File: src/switch_pkg.sv
// Learning switch shared definitions
// Widths, stream types, register map and table sizes

package switch_pkg;

    localparam int NUM_PORTS   = 4;
    localparam int DATA_W      = 64;
    localparam int MAC_W       = 48;
    localparam int TABLE_DEPTH = 8;
    localparam int FIFO_DEPTH  = 32;

    // Index widths derived from the sizes above
    localparam int PORT_W      = $clog2(NUM_PORTS);
    localparam int TABLE_IDX_W = $clog2(TABLE_DEPTH);
    localparam int FIFO_PTR_W  = $clog2(FIFO_DEPTH);

    typedef logic [DATA_W-1:0]    data_t;
    typedef logic [MAC_W-1:0]     mac_t;
    typedef logic [PORT_W-1:0]    port_idx_t;
    typedef logic [NUM_PORTS-1:0] port_map_t;
    typedef logic [1:0]           reg_addr_t;
    typedef logic [31:0]          reg_data_t;

    // Register map
    localparam reg_addr_t REG_CTRL    = 2'd0;  // bit 0 learn enable, bit 1 flush
    localparam reg_addr_t REG_HITS    = 2'd1;
    localparam reg_addr_t REG_MISSES  = 2'd2;
    localparam reg_addr_t REG_LEARNED = 2'd3;

    // Header position inside the packet
    typedef enum logic [1:0] {
        HDR_DST,
        HDR_SRC,
        PAYLOAD
    } lookup_state_t;

endpackage

File: src/pkt_stream_if.sv
// Packet stream bundle
// Valid/ready word stream with last marker and port sideband

interface pkt_stream_if;
    import switch_pkg::*;

    data_t     data;
    logic      valid;
    logic      last;
    logic      ready;
    port_idx_t src_port;  // Input port the packet came from
    port_map_t dst_map;   // One bit per output port

    modport src (output data, valid, last, src_port, dst_map, input ready);

    modport dst (input data, valid, last, src_port, dst_map, output ready);

endinterface

File: src/input_arbiter.sv
// Input arbiter
// Round-robin merge of the input ports, one whole packet per grant

module input_arbiter (
    input  logic                                clk,
    input  logic                                reset,
    input  switch_pkg::data_t                   in_data [switch_pkg::NUM_PORTS],
    input  logic [switch_pkg::NUM_PORTS-1:0]    in_valid,
    input  logic [switch_pkg::NUM_PORTS-1:0]    in_last,
    output logic [switch_pkg::NUM_PORTS-1:0]    in_ready,
    pkt_stream_if.src                           out
);
    import switch_pkg::*;

    port_idx_t last_grant;  // Also the current grant while busy
    logic      busy;        // Packet in progress
    port_idx_t pick;
    logic      found;
    port_idx_t grant;
    logic      active;

    // Search starts one past the last granted input
    always_comb begin
        port_idx_t cand;
        pick  = last_grant;
        found = 1'b0;
        for (int i = 1; i <= NUM_PORTS; i++) begin
            cand = last_grant + port_idx_t'(i);
            if (!found && in_valid[cand]) begin
                found = 1'b1;
                pick  = cand;
            end
        end
    end

    assign grant  = busy ? last_grant : pick;
    assign active = busy || found;

    assign out.valid    = active && in_valid[grant];
    assign out.data     = in_data[grant];
    assign out.last     = in_last[grant];
    assign out.src_port = grant;
    assign out.dst_map  = '0;  // Filled in by the lookup stage

    always_comb begin
        for (int i = 0; i < NUM_PORTS; i++) begin
            in_ready[i] = active && (grant == port_idx_t'(i)) && out.ready;
        end
    end

    always_ff @(posedge clk) begin
        if (reset) begin
            busy       <= 1'b0;
            last_grant <= port_idx_t'(NUM_PORTS - 1);  // Input 0 goes first
        end else if (out.valid && out.ready) begin
            busy       <= !out.last;
            last_grant <= grant;
        end
    end

endmodule

File: src/flat_wrapper.sv
// flat-port wrapper written by rule: the top's interface ports become plain ports
module input_arbiter_flat import switch_pkg::*;
  (clk, reset, in_data, in_valid, in_last, in_ready, out_data, out_valid, out_last, out_src_port, out_dst_map, out_ready);
  pkt_stream_if out_i ();
  input  logic clk;
  input  logic reset;
  input  switch_pkg::data_t in_data[switch_pkg::NUM_PORTS];
  input  logic [switch_pkg::NUM_PORTS-1:0] in_valid;
  input  logic [switch_pkg::NUM_PORTS-1:0] in_last;
  output logic [switch_pkg::NUM_PORTS-1:0] in_ready;
  output wire logic [$bits(out_i.data)-1:0] out_data;
  output wire logic [$bits(out_i.valid)-1:0] out_valid;
  output wire logic [$bits(out_i.last)-1:0] out_last;
  output wire logic [$bits(out_i.src_port)-1:0] out_src_port;
  output wire logic [$bits(out_i.dst_map)-1:0] out_dst_map;
  input wire logic [$bits(out_i.ready)-1:0] out_ready;
  assign out_data = out_i.data;
  assign out_valid = out_i.valid;
  assign out_last = out_i.last;
  assign out_src_port = out_i.src_port;
  assign out_dst_map = out_i.dst_map;
  assign out_i.ready = out_ready;
  input_arbiter u_core (.clk(clk), .reset(reset), .in_data(in_data), .in_valid(in_valid), .in_last(in_last), .in_ready(in_ready), .out(out_i));
endmodule
File: config.mk
export PLATFORM = sky130hd
export DESIGN_NAME = input_arbiter_flat
export DESIGN_NICKNAME = d
export VERILOG_FILES = /design/src/switch_pkg.sv /design/src/pkt_stream_if.sv /design/src/input_arbiter.sv /design/src/flat_wrapper.sv
export SDC_FILE = /design/constraint.sdc
export NUM_CORES = 1
export LEC_CHECK = 0
export ABC_CLOCK_PERIOD_IN_PS = 3900
export BUFFER_PORTS_ARGS = -buffer_cell sky130_fd_sc_hd__buf_2
export CAP_MARGIN = 20
export CORE_AREA = 2 2 133 135
export DETAILED_ROUTE_END_ITERATION = 10
export DIE_AREA = 0 0 135 137
export HOLD_SLACK_MARGIN = 0.1
export PLACE_DENSITY_LB_ADDON = 0.25
export REMOVE_ABC_BUFFERS = 1
export SLEW_MARGIN = 40
export SYNTH_ARGS = -nofsm -noshare
export SYNTH_HDL_FRONTEND = slang
export SYNTH_SLANG_ARGS = --single-unit
File: constraint.sdc
create_clock -name clk -period 3.9 [get_ports clk]
set_input_delay 0.585 -clock clk [delete_from_list [all_inputs] [get_ports clk]]
set_output_delay 0.585 -clock clk [all_outputs]
set_load 0.03 [all_outputs]
* Yosys cells after proc, flatten, opt, wreduce, memory -nomap -nowiden
Cells that the tools add are included.
Storage, ports and cells: register bits after elaboration 3, input port bits 267, logic and storage cells 58
Operators by class: add/subtract/negate cells 3, $lt $le $gt $ge 6, equality and inequality tests 3, muxes and demuxes 24, bitwise gates (word level) 1, reduce and logical (&&, ||, !) cells 19
Operator list (number):
- $bmux 64 s2 | 1
- $mux 64 | 2
- $lt 2x3->1 const B | 5
- $logic_and 1x1->1 | 13
- $bmux 1 s2 | 6
- $mux 1 | 10
- $mux 2 | 5
- $add 2x2->2 const B | 2
- $eq 2x2->1 const B | 2
- $logic_not 1->1 | 4
- $ge 3x3->1 const B | 1
- $not 2->3 | 1
- $add 2x1->2 const B | 1
- $eq 2x1->1 const B | 1
- $logic_not 2->1 | 1
- $logic_or 1x1->1 | 1

* Logic depth before layout (Yosys ltp)
Gate-level depths: netlist of run 1.
depth in word-level cells 18, gate-level depth with buffers 8, mapped depth without buffers 6

* Worst setup path after synthesis of run 1
OpenSTA, ideal clock, no wires.
path kind input port to output port, start in in_valid[1] in the netlist's numbering, end out out_data[33], data arrival time 2631 ps, required time 3315 ps, setup slack 684 ps, stages 8, path through clkbuf_2 > and4b_1 > or3_4 > o21a_1 > nor2_4 > buf_12 > buf_12 > mux4_2
Between the ends: cells in the longest elaborated chain, start to end 17, elaborated cells on any way between the ends 26, classes of those cells 19 x mux; 1 x bitwise; 6 x reduce/logical
RTL lines:
- start, declared | line flat_wrapper.sv:8 | input logic [switch_pkg::NUM_PORTS-1:0] in_valid;
- $bmux 1 s2 | line input_arbiter.sv:29 | if (!found && in_valid[cand]) begin
- $mux 1 (implied by the code) | line input_arbiter.sv:29
- $mux 1 | line input_arbiter.sv:29
- $logic_not 1->1 | line input_arbiter.sv:29
- $logic_and 1x1->1 | line input_arbiter.sv:29
- $mux 1 | line input_arbiter.sv:29
- $logic_not 1->1 | line input_arbiter.sv:29
- $logic_and 1x1->1 | line input_arbiter.sv:29
- $mux 1 | line input_arbiter.sv:29
- $logic_not 1->1 | line input_arbiter.sv:29
- $logic_and 1x1->1 | line input_arbiter.sv:29
- $mux 2 * | line input_arbiter.sv:29
- $mux 2 * | line input_arbiter.sv:36 | assign grant = busy ? last_grant : pick;
- $not 2->3 (implied by the code) * | line input_arbiter.sv:40 | assign out.data = in_data[grant];
- $bmux 64 s2 * | line input_arbiter.sv:40
- $mux 64 (implied by the code) * (2 in series) | line input_arbiter.sv:40
- end, declared | line flat_wrapper.sv:11 | output wire logic [$bits(out_i.data)-1:0] out_data;
Every way passes the cells marked *; elsewhere a longest branch is shown, timed or not. The select of a mux whose other input is x is not followed.

* Final worst setup path of run 1
start reg u_core.last_grant[0], end out out_data[29]
Between the ends: cells in the longest elaborated chain, start to end 18, elaborated cells on any way between the ends 29, classes of those cells 3 x add/sub; 19 x mux; 1 x bitwise; 6 x reduce/logical
RTL lines:
- start, declared | line input_arbiter.sv:15 | port_idx_t last_grant;
- start signal, assigned | line input_arbiter.sv:54 | last_grant <= port_idx_t'(NUM_PORTS - 1);
- start signal, assigned | line input_arbiter.sv:57 | last_grant <= grant;
- $add 2x1->2 | line input_arbiter.sv:28 | cand = last_grant + port_idx_t'(i);
- $bmux 1 s2 | line input_arbiter.sv:29
- $mux 1 (implied by the code) | line input_arbiter.sv:29
- $mux 1 | line input_arbiter.sv:29
- $logic_not 1->1 | line input_arbiter.sv:29
- $logic_and 1x1->1 | line input_arbiter.sv:29
- $mux 1 | line input_arbiter.sv:29
- $logic_not 1->1 | line input_arbiter.sv:29
- $logic_and 1x1->1 | line input_arbiter.sv:29
- $mux 1 | line input_arbiter.sv:29
- $logic_not 1->1 | line input_arbiter.sv:29
- $logic_and 1x1->1 | line input_arbiter.sv:29
- $mux 2 | line input_arbiter.sv:29
- $mux 2 * | line input_arbiter.sv:36
- $not 2->3 (implied by the code) * | line input_arbiter.sv:40
- $bmux 64 s2 * | line input_arbiter.sv:40
- $mux 64 (implied by the code) * (2 in series) | line input_arbiter.sv:40
Marked as above.

==> summary.md, run 1 <==
| Metric | Value |
|---|---|
| Outcome | complete, no violations |
| Fin area | approximately 4000 um2 |
| Total grt overflow | 0 |
| Syn_area_per_cell | ~15 um2 |
| Count of cell types in the netlist | 43 |
| Crit-path slowest cell | dfxtp_1 |
| 1st-iter DRT viols | 96 |
| Post-Route Setup TNS | 0 ns |
| Clock latency at the later pin of the worst-skew pair | 0.22 ns |
| TritonCTS clock tree | built |
| Max Clk Rate | around 290 MHz |
| Post-synthesis sequential area ratio | about 2.8% |
| Clock slew at reported path FFs | 0.03 ns |
| YS warnings | 0 |
| CTS Sinks | 3 |
| Max-slew headroom | between 60 and 70% |
| Post-synth top area share | between 60% and 70% |
| Initial core utilization | between 10% and 20% |
| Post-synth top flop | dfxtp_1 |
| Startpoint types | register |
| Final WL | between 10000 and 15000 um |
| Number of synthesized register bits | 3 |
| Pin count of the biggest net entering global routing | 42 |
| Die width | between 100 and 150 um |
| Fin. max-slew vios | 0 |
| WL/cell | 18.3 um |
| Peak supply drop | 0.000547 V |
| Vias per inst | 4.22 |
| Cell Area, Synth | 2120 um2 |
| Worst Hold Class | input port to register |
| Root Buffer | clkbuf_16 |
| Placed cell areas | roughly 4000 um2 |
| Post-CTS Hold Buffers | 0 |
| Fillers | ~1900 |
| Final Hold Fails | 0 |
| Pre-antenna DRT Iters | 4 |
| CP required | 3.31 ns |
| Gr usage total | about an eighth |
| Asr flop ratio synth | 0% |
| Nets | 741 |
| Internal | around 1.7 mW |
| Mapped Cells | about 150 |
| Fraction of power spent switching nets | between 50% and 60% |
| Core ar. | 17100 um2 |
| H-tree depth | 1 |
| Sequential Power Share | around 2.1% |
| Die area | 18500 um2 |
| Worst path cell trace | nor4bb_1 -> or3_4 -> o21a_1 -> nor2_4 -> buf_12 -> mux4_2 -> buf_2 |
| PostCTS Resize Cnt | 0 |
| Gpl congestion | around 0.83 |
| Reg area | between 60 and 70 um2 |
| Synth area leader | mux4_2 |
| Post-synth EDFFs | 0 |
| Final worst-path cycle share | between 80% and 90% |
| Most common cell in the netlist | mux4_2 |
| Vias in the first global route | 3035 |
| Fraction of layout cells with a size suffix above 1 | slightly below 90% |
| Leak Pwr | a little over 2 nW |
| FP Rows | 48 |
| Maximum root-to-sink buffer count | 2 |
| Most common library cells after synthesis | 58 x mux4_2, 8 x clkbuf_1, 8 x mux4_1 |
| Post-CTS Setup Bufs | 0 |
| Total of max-cap violations | 0 |
| Final setup violation count | 0 |
| Layout Area Growth over Synthesis | 93.6% |
| Port Buf Inserts | ~340 |
| Clock share of power | 4.0% |
| # IOs | about 340 |
| RSZ-0062 raised after global routing | false |
| CP arrival | a little under 3 ns |
| Synth area leaders | mux4_2 62%, mux4_1 9.9%, dfxtp_1 2.8% |
| Switch Pwr | around 2.4 mW |
| Pwr Density | roughly 1000 nW/um2 |
| CTS buffer count | 3 |
| Combinational power share | 93.9% |
| Fin crit period | roughly 3.5 ns |
| Final HPWL DP | 11700 um |
| Skew final | ~0.0005 ns |
| CP max stage delay | between 0.6 and 0.7 ns |
| Antenna Nets Post-Route | 0 |
| Vias | a little under 3000 |
| Worst-path fanout max | 36 |
| Hold_ws | 0.594 ns |
| Global-route wire length before repair | 17000 um |
| Kind of critical path | register to output port |
| Initial antenna violation count | 2 |
| DIE HEIGHT | ~140 um |
| Area taken by multi-input logic gates | between 1500 and 2000 um2 |
| Worst Tran Pin Value | between 0.5 and 0.6 ns |
| DR DRC count | 0 |
| Crit end category | output port |
-- registers in the layout, summed over array words and instances (netlist names) --
register and flops:
u_core.busy 1, u_core.last_grant 2
-- metrics by stage --
step	setup slack (ns)	cells	util (%)	total power, mW
after detailed placement	0.503	694	23.5	3.98
after global placement	0.522	694	23.5	3.94
after floorplan	-0.880	127	-	2.97
after CTS	0.404	698	24.0	4.15
final	0.419	700	24.0	4.09
after global routing	0.290	698	24.0	4.30
-- routing by layer --
| layer | GRT usage [%] | wire [um] |
|---|---|---|
| met1 | 14.7 | 4740 |
| met2 | 21.4 | 6650 |
| met3 | 3.22 | 1270 |
| met4 | 1.91 | 121 |
| met5 | 0 | 16 |
-- placed cells by master, fill, tap and decap left out, drive strengths merged, types with 3 or more instances in the layout --
cell / count
inv: 3
o21ai: 3
mux4: 66
buf: 342
nor2: 8
nor2b: 3
dfxtp: 3
clkbuf: 4
conb: 4
-- final cells by class --
cell class | instances | area share [%]
Clock buffer | 4 | 1.92
Antenna cell | 2 | 0.122
Multi-Input combinational cell | 121 | 46.4
Tap cell | 225 | 6.87
Inverter | 3 | 0.275
Timing Repair Buffer | 342 | 42.9
Sequential cell | 3 | 1.46
-- kinds of logic after synthesis --
kind of cell	count (synthesis)	synth area share (%)
DFF	3	2.84
muxes	67	72.1
buffers and inverters	25	8.39
AOI/OAI and AO/OA	20	7.97
and+or+nand+nor	30	8.57
other	1	0.177
-- power by group through the flow --
stage	Sequential, mW	Clock (mW)	Combinational, mW
2_1_floorplan	0.0715	0	2.90
3_3_place_gp	0.0816	0	3.86
3_5_place_dp	0.0826	0	3.90
4_1_cts	0.0818	0.169	3.90
5_1_grt	0.0865	0.171	4.04
6_report	0.0842	0.165	3.84
-- critical path: cells and delay by family (launching register included) --
kind / cells / cell delay, ns
AND/OR/NAND/NOR: 3 / 0.71
AO/OA/AOI/OAI: 1 / 0.24
multiplexers: 1 / 0.57
flip-flops: 1 / 0.62
buffers and inverters: 2 / 0.46
-- worst paths after layout --
kind	start	end	slack, ns	depth (start not counted)
max	u_core.last_grant[0]$_SDFFE_PP1P_	out_data[29]	0.42	7
min reg2reg	u_core.busy$_SDFFE_PP0P_	u_core.busy$_SDFFE_PP0P_	0.68	2
max reg2reg	u_core.last_grant[0]$_SDFFE_PP1P_	u_core.busy$_SDFFE_PP0P_	1.17	7
min	reset	u_core.busy$_SDFFE_PP0P_	0.59	2
(Power assumes the default switching activity.)
==> run 2: changes to the inputs <==
--- a/config.mk
+++ b/config.mk
@@ -8,6 +8,8 @@
 export ABC_CLOCK_PERIOD_IN_PS = 3900
 export BUFFER_PORTS_ARGS = -buffer_cell sky130_fd_sc_hd__buf_2
 export CAP_MARGIN = 20
+export CELL_PAD_IN_SITES_DETAIL_PLACEMENT = 1
+export CELL_PAD_IN_SITES_GLOBAL_PLACEMENT = 1
 export CORE_AREA = 2 2 133 135
 export DETAILED_ROUTE_END_ITERATION = 10
 export DIE_AREA = 0 0 135 137
==> run 2 against run 1 <==
Net effect: worst hold slack about the same; highest routed layer unchanged; combinational power barely moved; clock skew grew 0.00058 ns; maximum frequency grew 1.7%; sequential cell count stayed put; global-route usage down 0.057 points; total power shrank 0.94%; non-clock buffer count grew 1.
==> summary.md, run 2 (synthesis gave the netlist of run 1 again) <==
| Metric | Value |
|---|---|
| WL/cell | 17.8 um (-2.4%) |
| Maximum root-to-sink buffer count | 2 (unchanged) |
| FP Rows | 48 (unchanged) |
| CP required | 3.31 ns (about the same) |
| Total grt overflow | 0 (unchanged) |
| Crit end category | output port |
| DR DRC count | 0 (unchanged) |
| H-tree depth | 1 (unchanged) |
| Vias | 2932 (-0.64%) |
| Pwr Density | 990 nW/um2 (-0.76%) |
| Reg2Reg Depth | 7 (unchanged) |
| Initial core utilization | 12.4% (unchanged) |
| Switch Pwr | 2.35 mW (-1.0%) |
| Largest register FFs | 2 (unchanged) |
| RSZ-0062 raised after global routing | false |
| Final setup violation count | 0 (unchanged) |
| Critical R2R Launch | u_core.last_grant[1]$_SDFFE_PP1P_ |
| CP arrival | 2.84 ns (-0.06 ns) |
| CTS buffer count | 3 (unchanged) |
| Worst Hold End | u_core.busy$_SDFFE_PP0P_ |
| Reg-to-Reg End | u_core.busy$_SDFFE_PP0P_ |
| Max Clk Rate | 292 MHz (+1.7%) |
| Gr usage total | 11.9% (-0.057 points) |
| Startpoint types | input port |
| Skew final | 0.00108 ns (+0.000584 ns) |
| CTS Sinks | 3 (unchanged) |
| Kind of critical path | input port to output port |
| Clock slew at reported path FFs | 0.03 ns (about the same) |
| Vias in the first global route | 3196 (+5.3%) |
| Worst R2R Setup Slack | 1.25 ns (+0.08 ns) |
| Final Hold Fails | 0 (unchanged) |
| Origin of the worst min-delay path | reset |
| Initial antenna violation count | 2 (unchanged) |
| Outcome | complete, no violations |
| Port Buf Inserts | 338 (unchanged) |
| Die width | 135 um (unchanged) |
| Fin crit period | 3.42 ns (-0.0591 ns) |
| Die area | 18500 um2 (unchanged) |
| TritonCTS clock tree | built |
| Final HPWL DP | 11200 um (-3.7%) |
| Top reg by flops | u_core.last_grant |
| Core ar. | 17100 um2 (unchanged) |
| Clock share of power | 4.1% (about the same) |
| Most common cell after layout, fill and taps aside | buf_2 |
| Antenna Nets Post-Route | 0 (unchanged) |
| Setup ws final | 0.478 ns (+0.0591 ns) |
| Fraction of layout cells with a size suffix above 1 | 86.5% (about the same) |
| Total of max-cap violations | 0 (unchanged) |
| Worst Hold Class | input port to register |
| PostCTS Resize Cnt | 0 (unchanged) |
| Setup WS pre-CTS | 0.490 ns (-0.0125 ns) |
| Post-CTS Setup Bufs | 0 (unchanged) |
| Layout Area Growth over Synthesis | 93.2% |
| 1st-iter DRT viols | 48 (-50%) |
| Root Buffer | clkbuf_16 |
| Leak Pwr | 2.03 nW (about the same) |
| Gpl congestion | 0.765 (-8.0%) |
| DIE HEIGHT | 137 um (unchanged) |
| Clock latency at the later pin of the worst-skew pair | 0.23 ns (about the same) |
| Final WL | 12500 um (-2.4%) |
| Hold path cells | 2 (unchanged) |
| Sequential Power Share | 1.9% (-0.2 points) |
| Final worst-path cycle share | 87.7% (-1.5 points) |
| Worst-path fanout max | 34 (-5.6%) |
| Pre-antenna DRT Iters | 4 (unchanged) |
| Nets | 742 (+0.13%) |
| Fillers | 2074 (+9.4%) |
| Most frequent cells in the layout | 338 x buf_2, 58 x mux4_2, 8 x mux4_1 |
| Vias per inst | 4.19 (-0.64%) |
| Internal | 1.70 mW (-0.79%) |
| Pin count of the biggest net entering global routing | 37 (-12%) |
| Global-route wire length before repair | 17400 um (+2.3%) |
| Largest registers | u_core.last_grant x2, u_core.busy x1 |
| Post-CTS Hold Buffers | 0 (unchanged) |
| Combinational power share | 94.0% (about the same) |
| Power, Total | 4.05 mW (-0.94%) |
| Peak supply drop | 0.000446 V (-18%) |
| # IOs | 343 (unchanged) |
| Fin. max-slew vios | 0 (unchanged) |
| Fraction of power spent switching nets | 58.1% (-0.062 points) |
[run 2: cell count changes in the layout (fill, tap and decap cells not counted), sizes merged]
cell   before  now
buf       342  343
diode       2    1
[run 2: layout make-up]
| cell class | count | area, um2 | area share, % |
|---|---|---|---|
| tap | 225 | 282 | 6.88 |
| timing repair buffer | 343 | 1750 | 42.9 |
| sequential | 3 | 60.1 | 1.47 |
| multi-input combinational | 121 | 1900 | 46.5 |
| antenna | 1 | 2.50 | 0.0611 |
| inverter | 3 | 11.3 | 0.275 |
| clock buffer | 4 | 78.8 | 1.93 |
[run 2: power groups by stage]
stage | sequential [mW] | clock (mW) | combinational [mW]
2_1_floorplan | 0.0715 | 0 | 2.90
3_3_place_gp | 0.0761 | 0 | 3.83
3_5_place_dp | 0.0770 | 0 | 3.85
4_1_cts | 0.0765 | 0.169 | 3.86
5_1_grt | 0.0805 | 0.171 | 4.04
6_report | 0.0760 | 0.165 | 3.81
[run 2: how the worst max path moves through the flow]
stage	to	from
final	out_data[63]	in_valid[0]
after global routing	out_data[51]	in_valid[0]
after CTS	out_data[63]	in_valid[0]
after detailed placement	out_data[55]	in_valid[0]
after global placement	out_data[51]	in_valid[0]
after floorplan	in_ready[1]	in_valid[2]
[run 2: through the flow]
| stage | utilization (%) | std cells | hold WS (ns) | area, um2 | TNS (ns) |
|---|---|---|---|---|---|
| floorplan | - | 127 | 0.610 | 1960 | -32.47 |
| global placement | 23.5 | 695 | 0.678 | 4010 | 0 |
| detailed placement | 23.5 | 695 | 0.679 | 4010 | 0 |
| CTS | 24.0 | 699 | 0.600 | 4090 | 0 |
| global route | 24.0 | 699 | 0.619 | 4090 | 0 |
| finish | 24.0 | 700 | 0.594 | 4090 | 0 |
[run 2: routing by layer]
metal	GRT usage [%]	up-vias	wire length, um
li1	-	1330	-
met2	22.6	174	6740
met5	0	-	13
met3	2.74	8	1300
met4	1.33	2	61
met1	14.1	1418	4370
[run 2: critical path: stages]
cell and delay [ns]:
buf_2 0.14, and4b_1 0.21, or3_4 0.36, o21a_1 0.24
nor2_4 0.18, buf_12 0.26, mux4_1 0.61, buf_2 0.22
==> run 3: changes to the inputs <==
--- a/config.mk
+++ b/config.mk
@@ -10,9 +10,9 @@
 export CAP_MARGIN = 20
 export CELL_PAD_IN_SITES_DETAIL_PLACEMENT = 1
 export CELL_PAD_IN_SITES_GLOBAL_PLACEMENT = 1
-export CORE_AREA = 2 2 133 135
+export CORE_AREA = 5 5 129 131
 export DETAILED_ROUTE_END_ITERATION = 10
-export DIE_AREA = 0 0 135 137
+export DIE_AREA = 0 0 134 136
 export HOLD_SLACK_MARGIN = 0.1
 export PLACE_DENSITY_LB_ADDON = 0.25
 export REMOVE_ABC_BUFFERS = 1
==> constraint.sdc (replaced) <==
create_clock -name clk -period 3.9 [get_ports clk]
set_input_delay 0.39 -clock clk [delete_from_list [all_inputs] [get_ports clk]]
set_output_delay 0.39 -clock clk [all_outputs]
set_load 0.03 [all_outputs]
==> run 3 against run 2 <==
Net effect: setup slack got worse by 0.0085 ns; design area fell by 1.1%; combinational power up 2%; critical endpoint is now out_data[55]; total power increased by 2.2%; core utilization increased by 2.1 points; first-iteration DRC count grew 140%; highest routed layer unchanged; register-to-register slack worse by 0.19 ns.
==> summary.md, run 3 (synthesis gave the netlist of run 1 again) <==
| Metric | Value |
|---|---|
| Worst Hold Class | input port to register |
| Total of max-cap violations | 0 (unchanged) |
| Final Hold Fails | 0 (unchanged) |
| Pre-antenna DRT Iters | 4 (unchanged) |
| # IOs | 343 (unchanged) |
| CP bufs+invs | 2 (-1) |
| Final WL | 16600 um (+33%) |
| Maximum root-to-sink buffer count | 2 (unchanged) |
| Total grt overflow | 0 (unchanged) |
| H-tree depth | 1 (unchanged) |
| Antenna Nets Post-Route | 0 (unchanged) |
| Startpoint types | register |
| CP max stage delay | 0.66 ns (+0.05 ns) |
| Root Buffer | clkbuf_16 |
| Largest registers | u_core.last_grant x2, u_core.busy x1 |
| Setup ws final | 0.469 ns (-0.00846 ns) |
| Reg2Reg Depth | 7 (unchanged) |
| Die width | 134 um (-0.74%) |
| Global-route wire length before repair | 22400 um (+29%) |
| WL/cell | 24.7 um (+38%) |
| Leak Pwr | 2.02 nW (-0.44%) |
| 1st-iter DRT viols | 115 (+140%) |
| Hold path cells | 2 (unchanged) |
| RSZ-0062 raised after global routing | false |
| CTS Sinks | 3 (unchanged) |
| Fraction of layout cells with a size suffix above 1 | 86.5% (about the same) |
| Initial antenna violation count | 11 (+9) |
| TritonCTS clock tree | built |
| Post-Route Setup TNS | 0 ns (unchanged) |
| Fin crit period | 3.43 ns (+0.00846 ns) |
| Initial core utilization | 13.7% (+1.3 points) |
| Core ar. | 15500 um2 (-9.2%) |
| Layout Area Growth over Synthesis | 91.0% |
| Port Buf Inserts | 338 (unchanged) |
| Fillers | 1863 (-10%) |
| Most frequent cells in the layout | 338 x buf_2, 58 x mux4_2, 8 x mux4_1 |
| PostCTS Resize Cnt | 0 (unchanged) |
| Max Clk Rate | 291 MHz (-0.25%) |
| Outcome | complete, no violations |
| Die area | 18200 um2 (-1.5%) |
| CTS buffer count | 3 (unchanged) |
| Setup WS pre-CTS | 0.667 ns (+0.177 ns) |
| Worst-path fanout max | 51 (+50%) |
| Power, Total | 4.14 mW (+2.2%) |
| Crit end category | output port |
| Skew final | 0.00360 ns (+0.00252 ns) |
| Most common cell after layout, fill and taps aside | buf_2 |
| Top reg by flops | u_core.last_grant |
| Vias in the first global route | 3343 (+4.6%) |
| Worst Tran Pin Value | 0.567 ns |
| Clock slew at reported path FFs | 0.03 ns (about the same) |
| Pwr Density | 1020 nW/um2 (+3.4%) |
| Kind of critical path | register to output port |
| CP arrival | 3.04 ns (+0.20 ns) |
| Final HPWL DP | 15200 um (+35%) |
| Final setup violation count | 0 (unchanged) |
| FP Rows | 46 (-4.2%) |
| Peak supply drop | 0.000343 V (-23%) |
| Pin count of the biggest net entering global routing | 52 (+41%) |
| DR DRC count | 0 (unchanged) |
| Crit-path slowest cell | mux4_1 |
| Post-CTS Setup Bufs | 0 (unchanged) |
| Final worst-path cycle share | 88.0% (+0.22 points) |
| Vias | 3009 (+2.6%) |
| Gpl congestion | 0.875 (+14%) |
| Max-slew headroom | around 62% |
| Nets | 741 (-0.13%) |
| Largest register FFs | 2 (unchanged) |
| Worst path cell trace | nor4bb_1 -> or3_4 -> o21a_1 -> nor2_4 -> buf_12 -> mux4_1 -> buf_2 |
| Fin. max-slew vios | 0 (unchanged) |
| Clock latency at the later pin of the worst-skew pair | 0.22 ns (about the same) |
| Cell count along the critical path | 7 (-1) |
| Post-CTS Hold Buffers | 0 (unchanged) |
| Top cell family by delay on the critical path | simple AND/OR/NAND/NOR gates |
| Vias per inst | 4.48 (+6.9%) |
| CP required | 3.51 ns (+0.20 ns) |
| DIE HEIGHT | 136 um (-0.73%) |
| Gr usage total | 16.6% (+4.7 points) |
==> run 3: worst paths after layout <==
kind                                                        start                           endpoint  slack (ns)
worst max register to register  u_core.last_grant[0]$_SDFFE_PP1P_           u_core.busy$_SDFFE_PP0P_        1.06
worst min register to register  u_core.last_grant[0]$_SDFFE_PP1P_  u_core.last_grant[0]$_SDFFE_PP1P_        0.73
worst max-delay path            u_core.last_grant[0]$_SDFFE_PP1P_                       out_data[55]        0.47
worst min-delay path                                        reset           u_core.busy$_SDFFE_PP0P_        0.44
==> run 3: metal layers <==
metal	wire (um)	global-route usage, %
met1	5730	17.9
met2	9120	30.7
met3	1430	6.40
met4	216	3.77
met5	81	0
==> run 3: area by class of cell <==
type	instances	area, um2	share of cell area [%]
Multi-Input combinational cell	121	1900	47.1
Tap cell	192	240	5.94
Clock buffer	4	78.8	1.95
Inverter	3	11.3	0.278
Timing Repair Buffer	342	1730	42.9
Antenna cell	7	17.5	0.433
Sequential cell	3	60.1	1.48
==> run 3: power by group <==
group / switching [mW] / internal, mW / total, mW
registers: 0.0398 / 0.0440 / 0.0838
clock network: 0.0275 / 0.135 / 0.162
logic: 2.40 / 1.50 / 3.89
==> run 3: metrics by stage <==
step | cell area [um2] | util [%] | hold WS, ns | instances
after floorplan | 1960 | - | 0.458 | 127
after global placement | 3950 | 25.5 | 0.661 | 661
after detailed placement | 3950 | 25.5 | 0.658 | 661
after CTS | 4030 | 26.0 | 0.426 | 665
after global routing | 4040 | 26.1 | 0.437 | 671
final | 4050 | 26.1 | 0.435 | 672
==> run 3: worst reg2reg max path: stages (launching register included) <==
cell      delay (ns)
dfxtp_1         0.62
nor4bb_1        0.13
or3_4           0.42
o21a_1          0.24
nor2_4          0.14
buf_4           0.33
mux4_2          0.61
a311oi_2        0.25
